`src/verilog/gc_pkg.sv`:
```
//////////////////////////////////////////////////////////////////////
// Shared widths, privilege and exception-cause types for the global
// control block, the cause and privilege constants, the MRET funct7
// encoding and the controller state enum
//////////////////////////////////////////////////////////////////////

package gc_pkg;

    //////////////////////////////////////////////////////////////////////
    // Widths with a meaning

    // PC, instruction word or trap value
    typedef logic [31:0] xlen_t;

    // Instruction ID handed out by the issue stage
    typedef logic [2:0] id_t;

    // Exception cause code, as in mcause
    typedef logic [4:0] cause_t;

    // Privilege level encoding
    typedef logic [1:0] priv_t;

    //////////////////////////////////////////////////////////////////////
    // Exception cause codes

    // Fetch target not word aligned, raised by the branch unit
    localparam cause_t CAUSE_INST_MISALIGNED = 5'd0;
    localparam cause_t CAUSE_ILLEGAL_INST = 5'd2;
    localparam cause_t CAUSE_BREAKPOINT = 5'd3;
    // ECALL code depends on the privilege it was issued from
    localparam cause_t CAUSE_ECALL_U = 5'd8;
    localparam cause_t CAUSE_ECALL_M = 5'd11;

    //////////////////////////////////////////////////////////////////////
    // Privilege levels

    // Machine and user only
    localparam priv_t PRIV_USER = 2'd0;
    localparam priv_t PRIV_MACHINE = 2'd3;

    // funct7 field of MRET, instruction bits 31:25
    localparam logic [6:0] MRET_FUNCT7 = 7'b0011000;

    //////////////////////////////////////////////////////////////////////
    // Controller states

    typedef enum logic [2:0] {
        // Held for one cycle after rst
        RST_STATE,
        // Clear counter started here
        PRE_CLEAR_STATE,
        // ID memories being cleared
        INIT_CLEAR_STATE,
        // Normal issue
        IDLE_STATE,
        // Waiting for the load/store unit to go idle
        DRAIN_STATE
    } gc_state_t;

endpackage

```
`src/verilog/gc_clear_counter.sv`:
```
//////////////////////////////////////////////////////////////////////
// One-hot shift counter, done a fixed number of cycles after start
//////////////////////////////////////////////////////////////////////

module gc_clear_counter #(
    parameter int DEPTH = 16
) (
    input  logic clk,
    input  logic rst,
    input  logic start,
    output logic done
);

    // One bit per cycle of delay
    logic [DEPTH-1:0] shift;

    //////////////////////////////////////////////////////////////////////
    // Shift register

    always_ff @(posedge clk) begin
        if (rst) begin
            shift <= '0;
        end else begin
            // Start pulse enters at the bottom, moves up one per cycle
            shift <= (shift << 1) | DEPTH'(start);
        end
    end

    // Top bit set in the DEPTH-th cycle after start
    assign done = shift[DEPTH-1];

endmodule

```
`src/verilog/gc_exception_select.sv`:
```
//////////////////////////////////////////////////////////////////////
// Priority selection of the exception source with its cause code,
// trap value and ID
//////////////////////////////////////////////////////////////////////

module gc_exception_select
    import gc_pkg::*;
(
    // Issue stage
    input  logic   issue_new_request,
    input  logic   is_ecall,
    input  logic   is_ebreak,
    input  logic   illegal_instruction,
    input  xlen_t  instruction,
    input  id_t    issue_id,
    // Branch unit
    input  logic   br_exception_valid,
    input  cause_t br_exception_code,
    input  xlen_t  br_exception_tval,
    input  id_t    br_exception_id,
    // Load/store unit
    input  logic   ls_exception_valid,
    input  cause_t ls_exception_code,
    input  xlen_t  ls_exception_tval,
    input  id_t    ls_exception_id,
    // Trap state
    input  priv_t  current_privilege,
    // Selected exception
    output logic   exception_valid,
    output cause_t exception_cause,
    output xlen_t  exception_tval,
    output id_t    exception_next_id
);

    cause_t ecall_code;
    logic   issue_illegal;
    logic   issue_ecall_break;

    // Issue-stage sources only count with a new request
    assign issue_illegal = issue_new_request & illegal_instruction;
    assign issue_ecall_break = issue_new_request & (is_ecall | is_ebreak);

    // ECALL code by the privilege it came from
    assign ecall_code = (current_privilege == PRIV_USER) ? CAUSE_ECALL_U : CAUSE_ECALL_M;

    assign exception_valid = br_exception_valid | issue_illegal | ls_exception_valid
                           | issue_ecall_break;

    //////////////////////////////////////////////////////////////////////
    // Cause and value, branch first, EBREAK last

    always_comb begin
        if (br_exception_valid) begin
            exception_cause = br_exception_code;
            exception_tval = br_exception_tval;
        end else if (issue_illegal) begin
            // Faulting instruction word as tval
            exception_cause = CAUSE_ILLEGAL_INST;
            exception_tval = instruction;
        end else if (ls_exception_valid) begin
            exception_cause = ls_exception_code;
            exception_tval = ls_exception_tval;
        end else if (is_ecall) begin
            exception_cause = ecall_code;
            exception_tval = '0;
        end else begin
            exception_cause = CAUSE_BREAKPOINT;
            exception_tval = '0;
        end
    end

    // ID from the execute units, else the issuing instruction
    assign exception_next_id = br_exception_valid ? br_exception_id :
                               ls_exception_valid ? ls_exception_id : issue_id;

endmodule

```
`src/verilog/gc_trap_state.sv`:
```
//////////////////////////////////////////////////////////////////////
// Machine trap registers: cause, value, exception PC, previous and
// current privilege, updated on trap entry and on MRET
//////////////////////////////////////////////////////////////////////

module gc_trap_state
    import gc_pkg::*;
(
    input  logic   clk,
    input  logic   rst,
    // Trap entry
    input  logic   exception_valid,
    input  cause_t exception_cause,
    input  xlen_t  exception_tval,
    input  xlen_t  issue_pc,
    // Trap return pulse
    input  logic   mret,
    // Trap state
    output cause_t trap_cause,
    output xlen_t  trap_value,
    output xlen_t  trap_epc,
    output priv_t  current_privilege
);

    // Privilege held in the register
    priv_t privilege_q;
    // Privilege before the last trap, as in mstatus.MPP
    priv_t previous_privilege;

    //////////////////////////////////////////////////////////////////////
    // Trap registers

    always_ff @(posedge clk) begin
        if (rst) begin
            trap_cause <= '0;
            trap_value <= '0;
            trap_epc <= '0;
        end else if (exception_valid) begin
            trap_cause <= exception_cause;
            trap_value <= exception_tval;
            // Faulting or trapping instruction address
            trap_epc <= issue_pc;
        end
    end

    //////////////////////////////////////////////////////////////////////
    // Privilege

    always_ff @(posedge clk) begin
        if (rst) begin
            privilege_q <= PRIV_MACHINE;
            // First MRET out of reset lands in user mode
            previous_privilege <= PRIV_USER;
        end else if (exception_valid) begin
            // Trap entry, always into machine mode
            previous_privilege <= current_privilege;
            privilege_q <= PRIV_MACHINE;
        end else if (mret) begin
            privilege_q <= previous_privilege;
            previous_privilege <= PRIV_USER;
        end
    end

    // Restored level visible in the same cycle as the mret pulse
    assign current_privilege = mret ? previous_privilege : privilege_q;

endmodule

```
`src/verilog/gc_unit.sv`:
```
//////////////////////////////////////////////////////////////////////
// Global control FSM: reset clear, drain after system ops and traps,
// registered hold, flush and clear outputs, fetch PC selection
//////////////////////////////////////////////////////////////////////

module gc_unit
    import gc_pkg::*;
#(
    parameter int    INIT_CLEAR_DEPTH = 16,
    parameter xlen_t TRAP_VECTOR = 32'h0000_0100
) (
    input  logic  clk,
    input  logic  rst,
    // Issue stage
    input  logic  issue_new_request,
    input  logic  is_ret,
    input  logic  is_fence_i,
    input  xlen_t instruction,
    input  xlen_t issue_pc,
    // Exception select
    input  logic  exception_valid,
    input  id_t   exception_next_id,
    // Trap state
    input  xlen_t saved_epc,
    // Execute stage
    input  logic  branch_flush,
    input  logic  ls_is_idle,
    // Trap status
    output id_t   exception_id,
    output logic  mret,
    // Pipeline controls
    output logic  gc_init_clear,
    output logic  gc_fetch_hold,
    output logic  gc_issue_hold,
    output logic  gc_fetch_flush,
    output logic  gc_fetch_pc_override,
    output xlen_t gc_fetch_pc,
    output logic  gc_suppress_writeback
);

    gc_state_t state;
    gc_state_t next_state;

    logic init_clear_done;
    logic mret_request;
    logic fence_i_request;
    logic system_op;
    // Second override cycle of a FENCE.I
    logic second_cycle_flush;

    // MRET by is_ret plus the funct7 field
    assign mret_request = issue_new_request & is_ret & (instruction[31:25] == MRET_FUNCT7);
    assign fence_i_request = issue_new_request & is_fence_i;
    assign system_op = mret_request | fence_i_request;

    //////////////////////////////////////////////////////////////////////
    // State machine

    always_ff @(posedge clk) begin
        if (rst) begin
            state <= RST_STATE;
        end else begin
            state <= next_state;
        end
    end

    always_comb begin
        next_state = state;
        case (state)
            RST_STATE: next_state = PRE_CLEAR_STATE;
            PRE_CLEAR_STATE: next_state = INIT_CLEAR_STATE;
            INIT_CLEAR_STATE: if (init_clear_done) next_state = IDLE_STATE;
            // Any trap or system op waits for the load/store unit
            IDLE_STATE: if (exception_valid | system_op) next_state = DRAIN_STATE;
            DRAIN_STATE: if (ls_is_idle) next_state = IDLE_STATE;
            default: next_state = RST_STATE;
        endcase
    end

    // Clear window length, started from the pre-clear cycle
    gc_clear_counter #(
        .DEPTH(INIT_CLEAR_DEPTH)
    ) init_clear_counter (
        .clk  (clk),
        .rst  (rst),
        .start(state == PRE_CLEAR_STATE),
        .done (init_clear_done)
    );

    //////////////////////////////////////////////////////////////////////
    // Registered controls

    always_ff @(posedge clk) begin
        if (rst) begin
            gc_init_clear <= 1'b0;
            gc_fetch_hold <= 1'b0;
            gc_issue_hold <= 1'b0;
            gc_suppress_writeback <= 1'b0;
            mret <= 1'b0;
            second_cycle_flush <= 1'b0;
            gc_fetch_pc_override <= 1'b0;
        end else begin
            gc_init_clear <= (next_state == INIT_CLEAR_STATE);
            gc_fetch_hold <= next_state inside {PRE_CLEAR_STATE, INIT_CLEAR_STATE};
            // One-cycle hold after every request, longer while draining
            gc_issue_hold <= issue_new_request
                           | (next_state inside {PRE_CLEAR_STATE, INIT_CLEAR_STATE, DRAIN_STATE});
            gc_suppress_writeback <= next_state inside {PRE_CLEAR_STATE, INIT_CLEAR_STATE};
            mret <= mret_request;
            second_cycle_flush <= fence_i_request;
            gc_fetch_pc_override <= exception_valid | system_op | second_cycle_flush;
        end
    end

    //////////////////////////////////////////////////////////////////////
    // Fetch redirect

    always_ff @(posedge clk) begin
        if (rst) begin
            gc_fetch_pc <= '0;
        end else if (exception_valid) begin
            gc_fetch_pc <= TRAP_VECTOR;
        end else if (mret_request) begin
            gc_fetch_pc <= saved_epc;
        end else if (fence_i_request) begin
            // Refetch from the instruction after the FENCE.I
            gc_fetch_pc <= issue_pc + xlen_t'(4);
        end
    end

    // ID of the trapping or system instruction
    always_ff @(posedge clk) begin
        if (exception_valid | system_op) begin
            exception_id <= exception_next_id;
        end
    end

    assign gc_fetch_flush = branch_flush | gc_fetch_pc_override;

endmodule

```
`src/verilog/gc_subsystem.sv`:
```
//////////////////////////////////////////////////////////////////////
// Top level of the global control block: exception selection, trap
// state and control FSM
//////////////////////////////////////////////////////////////////////

module gc_subsystem
    import gc_pkg::*;
#(
    parameter int    INIT_CLEAR_DEPTH = 16,
    parameter xlen_t TRAP_VECTOR = 32'h0000_0100
) (
    input  logic   clk,
    input  logic   rst,
    // Issue stage
    input  logic   issue_new_request,
    input  id_t    issue_id,
    input  logic   is_ecall,
    input  logic   is_ebreak,
    input  logic   is_ret,
    input  logic   is_fence_i,
    input  xlen_t  instruction,
    input  xlen_t  issue_pc,
    input  logic   illegal_instruction,
    // Branch unit
    input  logic   br_exception_valid,
    input  cause_t br_exception_code,
    input  xlen_t  br_exception_tval,
    input  id_t    br_exception_id,
    input  logic   branch_flush,
    // Load/store unit
    input  logic   ls_exception_valid,
    input  cause_t ls_exception_code,
    input  xlen_t  ls_exception_tval,
    input  id_t    ls_exception_id,
    input  logic   ls_is_idle,
    // Pipeline controls
    output logic   gc_init_clear,
    output logic   gc_fetch_hold,
    output logic   gc_issue_hold,
    output logic   gc_fetch_flush,
    output logic   gc_fetch_pc_override,
    output xlen_t  gc_fetch_pc,
    output logic   gc_suppress_writeback,
    // Trap status
    output id_t    exception_id,
    output logic   mret,
    output cause_t trap_cause,
    output xlen_t  trap_value,
    output xlen_t  trap_epc,
    output priv_t  current_privilege
);

    logic   exception_valid;
    cause_t exception_cause;
    xlen_t  exception_tval;
    id_t    exception_next_id;

    //////////////////////////////////////////////////////////////////////
    // Exception source priority

    gc_exception_select exception_select (
        .issue_new_request  (issue_new_request),
        .is_ecall           (is_ecall),
        .is_ebreak          (is_ebreak),
        .illegal_instruction(illegal_instruction),
        .instruction        (instruction),
        .issue_id           (issue_id),
        .br_exception_valid (br_exception_valid),
        .br_exception_code  (br_exception_code),
        .br_exception_tval  (br_exception_tval),
        .br_exception_id    (br_exception_id),
        .ls_exception_valid (ls_exception_valid),
        .ls_exception_code  (ls_exception_code),
        .ls_exception_tval  (ls_exception_tval),
        .ls_exception_id    (ls_exception_id),
        .current_privilege  (current_privilege),
        .exception_valid    (exception_valid),
        .exception_cause    (exception_cause),
        .exception_tval     (exception_tval),
        .exception_next_id  (exception_next_id)
    );

    // Machine trap registers
    gc_trap_state trap_state (
        .clk              (clk),
        .rst              (rst),
        .exception_valid  (exception_valid),
        .exception_cause  (exception_cause),
        .exception_tval   (exception_tval),
        .issue_pc         (issue_pc),
        .mret             (mret),
        .trap_cause       (trap_cause),
        .trap_value       (trap_value),
        .trap_epc         (trap_epc),
        .current_privilege(current_privilege)
    );

    //////////////////////////////////////////////////////////////////////
    // Control FSM and fetch redirect

    gc_unit #(
        .INIT_CLEAR_DEPTH(INIT_CLEAR_DEPTH),
        .TRAP_VECTOR     (TRAP_VECTOR)
    ) unit (
        .clk                  (clk),
        .rst                  (rst),
        .issue_new_request    (issue_new_request),
        .is_ret               (is_ret),
        .is_fence_i           (is_fence_i),
        .instruction          (instruction),
        .issue_pc             (issue_pc),
        .exception_valid      (exception_valid),
        .exception_next_id    (exception_next_id),
        .saved_epc            (trap_epc),
        .branch_flush         (branch_flush),
        .ls_is_idle           (ls_is_idle),
        .exception_id         (exception_id),
        .mret                 (mret),
        .gc_init_clear        (gc_init_clear),
        .gc_fetch_hold        (gc_fetch_hold),
        .gc_issue_hold        (gc_issue_hold),
        .gc_fetch_flush       (gc_fetch_flush),
        .gc_fetch_pc_override (gc_fetch_pc_override),
        .gc_fetch_pc          (gc_fetch_pc),
        .gc_suppress_writeback(gc_suppress_writeback)
    );

endmodule

```
`config.mk`:
```
export PLATFORM = sky130hd
export DESIGN_NAME = gc_subsystem
export DESIGN_NICKNAME = d
export VERILOG_FILES = /design/src/verilog/gc_pkg.sv /design/src/verilog/gc_clear_counter.sv /design/src/verilog/gc_exception_select.sv /design/src/verilog/gc_trap_state.sv /design/src/verilog/gc_unit.sv /design/src/verilog/gc_subsystem.sv
export SDC_FILE = /design/constraint.sdc
export NUM_CORES = 1
export LEC_CHECK = 0
export BUFFER_PORTS_ARGS = -buffer_cell sky130_fd_sc_hd__buf_2
export CORE_ASPECT_RATIO = 1.4
export CORE_UTILIZATION = 35
export CTS_BUF_LIST = sky130_fd_sc_hd__clkbuf_4 sky130_fd_sc_hd__clkbuf_8
export DETAILED_ROUTE_END_ITERATION = 10
export PLACE_DENSITY = 0.6
export REMOVE_ABC_BUFFERS = 1
export SYNTH_ARGS = -nofsm -noshare
export SYNTH_HDL_FRONTEND = slang
export SYNTH_SLANG_ARGS = --single-unit
```
`constraint.sdc`:
```
create_clock -name clk -period 2.42 [get_ports clk]
set_input_delay 0.121 -clock clk [delete_from_list [all_inputs] [get_ports clk]]
set_output_delay 0.121 -clock clk [all_outputs]
set_load 0.005 [all_outputs]
```
== Yosys cells after proc, flatten, opt, wreduce, memory -nomap -nowiden ==
Cells that the tools add are included.
Operators by class
  mux-type cells: 20
  add/sub/neg operators: 1
  eq/ne operators: 8
  bitwise gates (word level): 15
  reductions and logical operators: 8
Operator list (number)
  $mux 32: 5
  $add 32x3->32 const B: 1
  $mux 5: 4
  $or 16x1->16: 1
  $mux 3: 5
  $pmux 3 s5: 1
  $eq 3x2->1 const B: 3
  $mux 9: 1
  $or 1x1->1: 9
  $mux 2: 4
  $eq 7x5->1 const B: 1
  $eq 3x1->1 const B: 2
  $eq 3x3->1 const B: 2
  $reduce_bool 2->1: 3
  $reduce_bool 3->1: 2
  $and 1x1->1: 5
  $logic_not 3->1: 1
  $logic_not 2->1: 1
  $reduce_or 2->1: 1
Word-level totals
  bits in registers: 133
  output and inout port bits: 113
  input bits: 159
  word-level logic and storage cells: 68

== Longest topological paths before layout ==
  depth in word-level cells: 10
  depth in mapped cells: 8
  depth with buffers taken out: 6

== Modules after synthesis ==
A second synthesis with hierarchy kept.
Unflattened totals
  cell total of the unflattened synthesis: 711
  area total of the unflattened synthesis: 6387.4 um^2
Modules (own cells, without submodules)
  gc_trap_state: sequential area each 1461.4 um^2, times used 1, cells each 239, area each 2581.2 um^2
  gc_unit: sequential area each 910.9 um^2, times used 1, cells each 304, area each 2457.4 um^2
  gc_exception_select: sequential area each 0.0 um^2, times used 1, cells each 135, area each 884.6 um^2
  gc_clear_counter: sequential area each 320.3 um^2, times used 1, cells each 33, area each 464.2 um^2

== Worst setup path after synthesis ==
OpenSTA, ideal clock, no wires.
  path kind: input-to-reg
  start point: input port issue_pc[2]
  end point: register unit.gc_fetch_pc[20]
  buffers on the path: 1
  path slack: 0.789 ns
  stages on the path: 7
  data required time: 2.349 ns
  library setup time: 0.071 ns
  arrival time: 1.560 ns
  cells stage by stage: ha_1 > and3_1 > buf_2 > nand2_1 > or4_1 > a311o_1 > a21oi_1
On the way
  cells in the longest elaborated chain, start to end: 3
RTL lines
  from (decl): RTL line gc_subsystem.sv:22  | input xlen_t issue_pc,
  $add 32x3->32: RTL line gc_unit.sv:127  | gc_fetch_pc <= issue_pc + xlen_t'(4);
  $mux 32: RTL line gc_unit.sv:125  | end else if (fence_i_request) begin
  $mux 32: RTL line gc_unit.sv:123  | end else if (mret_request) begin
  to (signal assigned): RTL line gc_unit.sv:124  | gc_fetch_pc <= saved_epc;
  to (signal assigned): RTL line gc_unit.sv:127
  to (decl): RTL line gc_unit.sv:37  | output xlen_t gc_fetch_pc,
No other way between the ends. The select of a mux whose other input is x is not followed.
A chain may end at the register's enable or synchronous reset.

== Worst setup path in the final report ==
  start point: input port issue_pc[10]
  end point: register unit.gc_fetch_pc[20]
The elaborated chain is that of the path after synthesis.

==> impl_metrics.tcl <==
set metrics [dict create \
    status "finished with violations" \
    violations "design-rule violations" \
    relSlewSlack 0.496 \
    power_frac_comb 0.156 \
    yosys.area_share.xor_xnor 0.0338 \
    drc_errors 16 \
    gr-total-overflow 0 \
    period_minus_slack_ns 1.99 \
    yosysSeqAreaShare 0.452 \
    htree_levels 4 \
    critPathArrivalTime_ns 2.36 \
    viasPerCell 5.25 \
    fin_worst_skew_ns 0.00864 \
    synth_compound_area_frac 0.209 \
    num_rows 56 \
    power.share.switching 0.271 \
    ir_worst_vdd_mv 0.329 \
    final_core_utilization 0.517 \
    dieArea_sq_mm 0.0176 \
    synthSimpleGateAreaFrac 0.245 \
    grt_start_max_net_pins 78 \
    fin_total_pwr_mw 5.16 \
    finalCritPeriodShare 0.821 \
    first_pass_iters 8 \
    ys_ff_latch 133 \
    cp-start-kind "input port" \
    power_frac_clock 0.384 \
    syn_avg_cell_area_sq_um 7.99 \
    clock_latency_ns 0.44 \
    cts.clk_slew.worst_paths_ns 0.09 \
    synthCells 746 \
    grt_pass1_vias 6333 \
    clockBufferDepth 2 \
    wl_per_cell_um 17.2 \
    io_pins 272 \
    fin_cells 1279 \
    drt-initial-drc-count 299 \
    fillers 1686 \
    most-common-layout-cells "270 x buf_2, 131 x nand2_1, 130 x dfxtp_1" \
    fp.coreArea_sq_mm 0.0167 \
    power.switching_mw 1.40 \
    seq_power_share 0.460 \
    ant_nets 0 \
    yosysUniqueCellTypes 49 \
    hp-class "in -> reg" \
    cts_buffers 17 \
    synth_top_family_by_area "simple AND/OR/NAND/NOR gates" \
    wirelength_um 21900 \
    yosys.area.top_type "dfxtp_1" \
    hpwl_um 15600 \
    synth_top_cell_area_share 0.437 \
    fin_area_sq_mm 0.00861 \
    critPathRequiredTime_ns 2.80 \
    yosysWarnings 0 \
    internal_power_mw 3.76 \
    drive_gt1_frac 0.304 \
    crit_path_cell_trace "dlygate4sd3_1, buf_2, and4_4, nand3_2, or4_1, a311o_1, a21oi_1" \
    synthMuxAreaShare 0.0101 \
    place_area_sq_mm 0.00747 \
    cts_root_buffer "clkbuf_8" \
    hold_viol 0 \
    start_util 0.357 \
    p_per_area_mw_per_mm2 599 \
    fin_tns_setup_ns 0 \
    worst_slew_pin_slew_ns 0.756 \
    slew_viol_final 0 \
    cts_sinks 133 \
    crit_fanout 13 \
    cts_tree "done" \
    rsz0062_at_grt "false" \
    leakage_nw 3.78 \
    die_x_um 112 \
    synth_edf_count 3 \
    end_kind "register" \
    cpPeakStageDelay_ns 0.56 \
    slowest_stage "or4_1" \
    setup-violations-final 0 \
    synthToLayoutAreaGrowth_pct 44.6 \
    portBuffers 271 \
    final_common_cell "buf_2" \
    nets 1222 \
    synth_ff_type "dfxtp_1" \
    die_h_um 156 \
    criticalPathCategory "in -> reg" \
    gp_congestion 0.857 \
    synth_area_leaders "dfxtp_1 44%, nand2_1 8.3%, a21oi_1 6.9%" \
    max_freq_mhz 503 \
    grt_pass1_wl_um 33700 \
    antenna_found_initial 1 \
    netlist_area_sq_mm 0.00596 \
    synthAdderAreaFrac 0.00210 \
    maxCapViolCount 0 \
    num_vias 6719 \
    grt_usage 0.249 \
    async_reset_ff_frac 0 \
    dp_cells 1174 \
]
state kept, by name (all words and copies together), names as in the netlist:
signal,flops
unit.state,3
trap_state.privilege_q,2
trap_state.trap_value,32
unit.gc_fetch_pc_override,1
unit.second_cycle_flush,1
trap_state.trap_cause,5
trap_state.previous_privilege,2
unit.mret,1
unit.exception_id,3
unit.gc_fetch_pc,32
unit.gc_fetch_hold,1
unit.gc_init_clear,1
trap_state.trap_epc,32
unit.gc_issue_hold,1
unit.init_clear_counter.shift,16
power by group through the flow:
| stage | logic, mW | clock network (mW) | registers (mW) |
|---|---|---|---|
| global placement | 0.707 | 0 | 2.42 |
| global route | 0.886 | 2.13 | 2.39 |
| floorplan | 0.276 | 0 | 2.42 |
| finish | 0.806 | 1.98 | 2.37 |
| CTS | 0.804 | 2.04 | 2.37 |
| detailed placement | 0.710 | 0 | 2.42 |
final timing paths:
path / slack (ns) / end / cells past startpoint / from
worst max-delay path: 0.43 / unit.gc_fetch_pc[20]$_SDFFE_PP0P_ / 7 / issue_pc[10]
worst min-delay path: 0.02 / unit.exception_id[2]$_DFFE_PP_ / 3 / br_exception_id[2]
worst max register to register: 1.04 / trap_state.trap_cause[1]$_SDFFE_PP0P_ / 5 / unit.mret$_SDFF_PP0_
worst min register to register: 0.44 / unit.init_clear_counter.shift[8]$_SDFF_PP0_ / 1 / unit.init_clear_counter.shift[7]$_SDFF_PP0_
synthesized netlist by cell type (3+ instances only):
| cell | instances |
|---|---|
| inv_1 | 10 |
| nor4_1 | 9 |
| a221oi_1 | 34 |
| xor2_1 | 8 |
| nand4_1 | 13 |
| a211o_1 | 3 |
| and2_1 | 6 |
| o22ai_1 | 11 |
| nor2_1 | 69 |
| dfxtp_1 | 130 |
| o31ai_1 | 3 |
| a211oi_1 | 5 |
| buf_2 | 3 |
| or4_1 | 3 |
| nand2_1 | 131 |
| nand3_1 | 45 |
| a22oi_1 | 19 |
| and3_1 | 7 |
| buf_1 | 10 |
| clkbuf_1 | 49 |
| a21oi_1 | 82 |
| edfxtp_1 | 3 |
| mux2i_1 | 6 |
| nor3_1 | 7 |
| xnor2_1 | 15 |
| nor2b_1 | 18 |
| o21ai_0 | 11 |
| o31a_1 | 3 |
| a311oi_1 | 4 |
final cells by class:
class / instances / area [sq um] / share of cell area
clock inverter: 12 / 155 / 0.0180
sequential: 133 / 2690 / 0.313
inverter: 10 / 37.5 / 0.00436
tap: 203 / 254 / 0.0295
clock buffer: 20 / 263 / 0.0305
timing repair buffer: 360 / 2220 / 0.258
multi-input combinational: 540 / 2990 / 0.347
antenna: 1 / 2.50 / 0.000291
routing by layer:
metal | wire [um] | track usage
met4 | 550 | 0.0959
met1 | 8830 | 0.290
met5 | 0 | 0
met3 | 1510 | 0.0600
met2 | 11100 | 0.440
worst max-delay path: cells and delay by family:
kind / cells / cell delay, ns
AO/OA/AOI/OAI: 2 / 0.49
AND/OR/NAND/NOR: 3 / 1.04
buffers and inverters: 2 / 0.72
what timing repair did:
| action | in CTS | in global routing |
|---|---|---|
| setup buffers | 0 | 0 |
| endpoints found under the hold margin | 75 | 0 |
| hold buffers | 72 | 0 |
| gates resized for setup | 0 | 0 |
kinds of logic (layout without fill, tap and decap cells):
logic type	after synthesis	after routing
XOR/XNOR	23	23
flip-flops	133	133
AO/OA/AOI/OAI	190	190
multiplexers	6	6
AND/OR/NAND/NOR	320	320
other	0	1
buffers and inverters	73	402
adder cells (fa/ha/maj)	1	1
stage by stage:
stage	hold slack, ns	worst slack [ns]
6_report	0.0192	0.433
5_1_grt	0.0320	0.302
4_1_cts	0.00616	0.469
3_5_place_dp	0.376	0.529
3_3_place_gp	0.367	0.543
2_1_floorplan	0.190	-0.779
No activity file was read; power rests on OpenSTA's default activity.
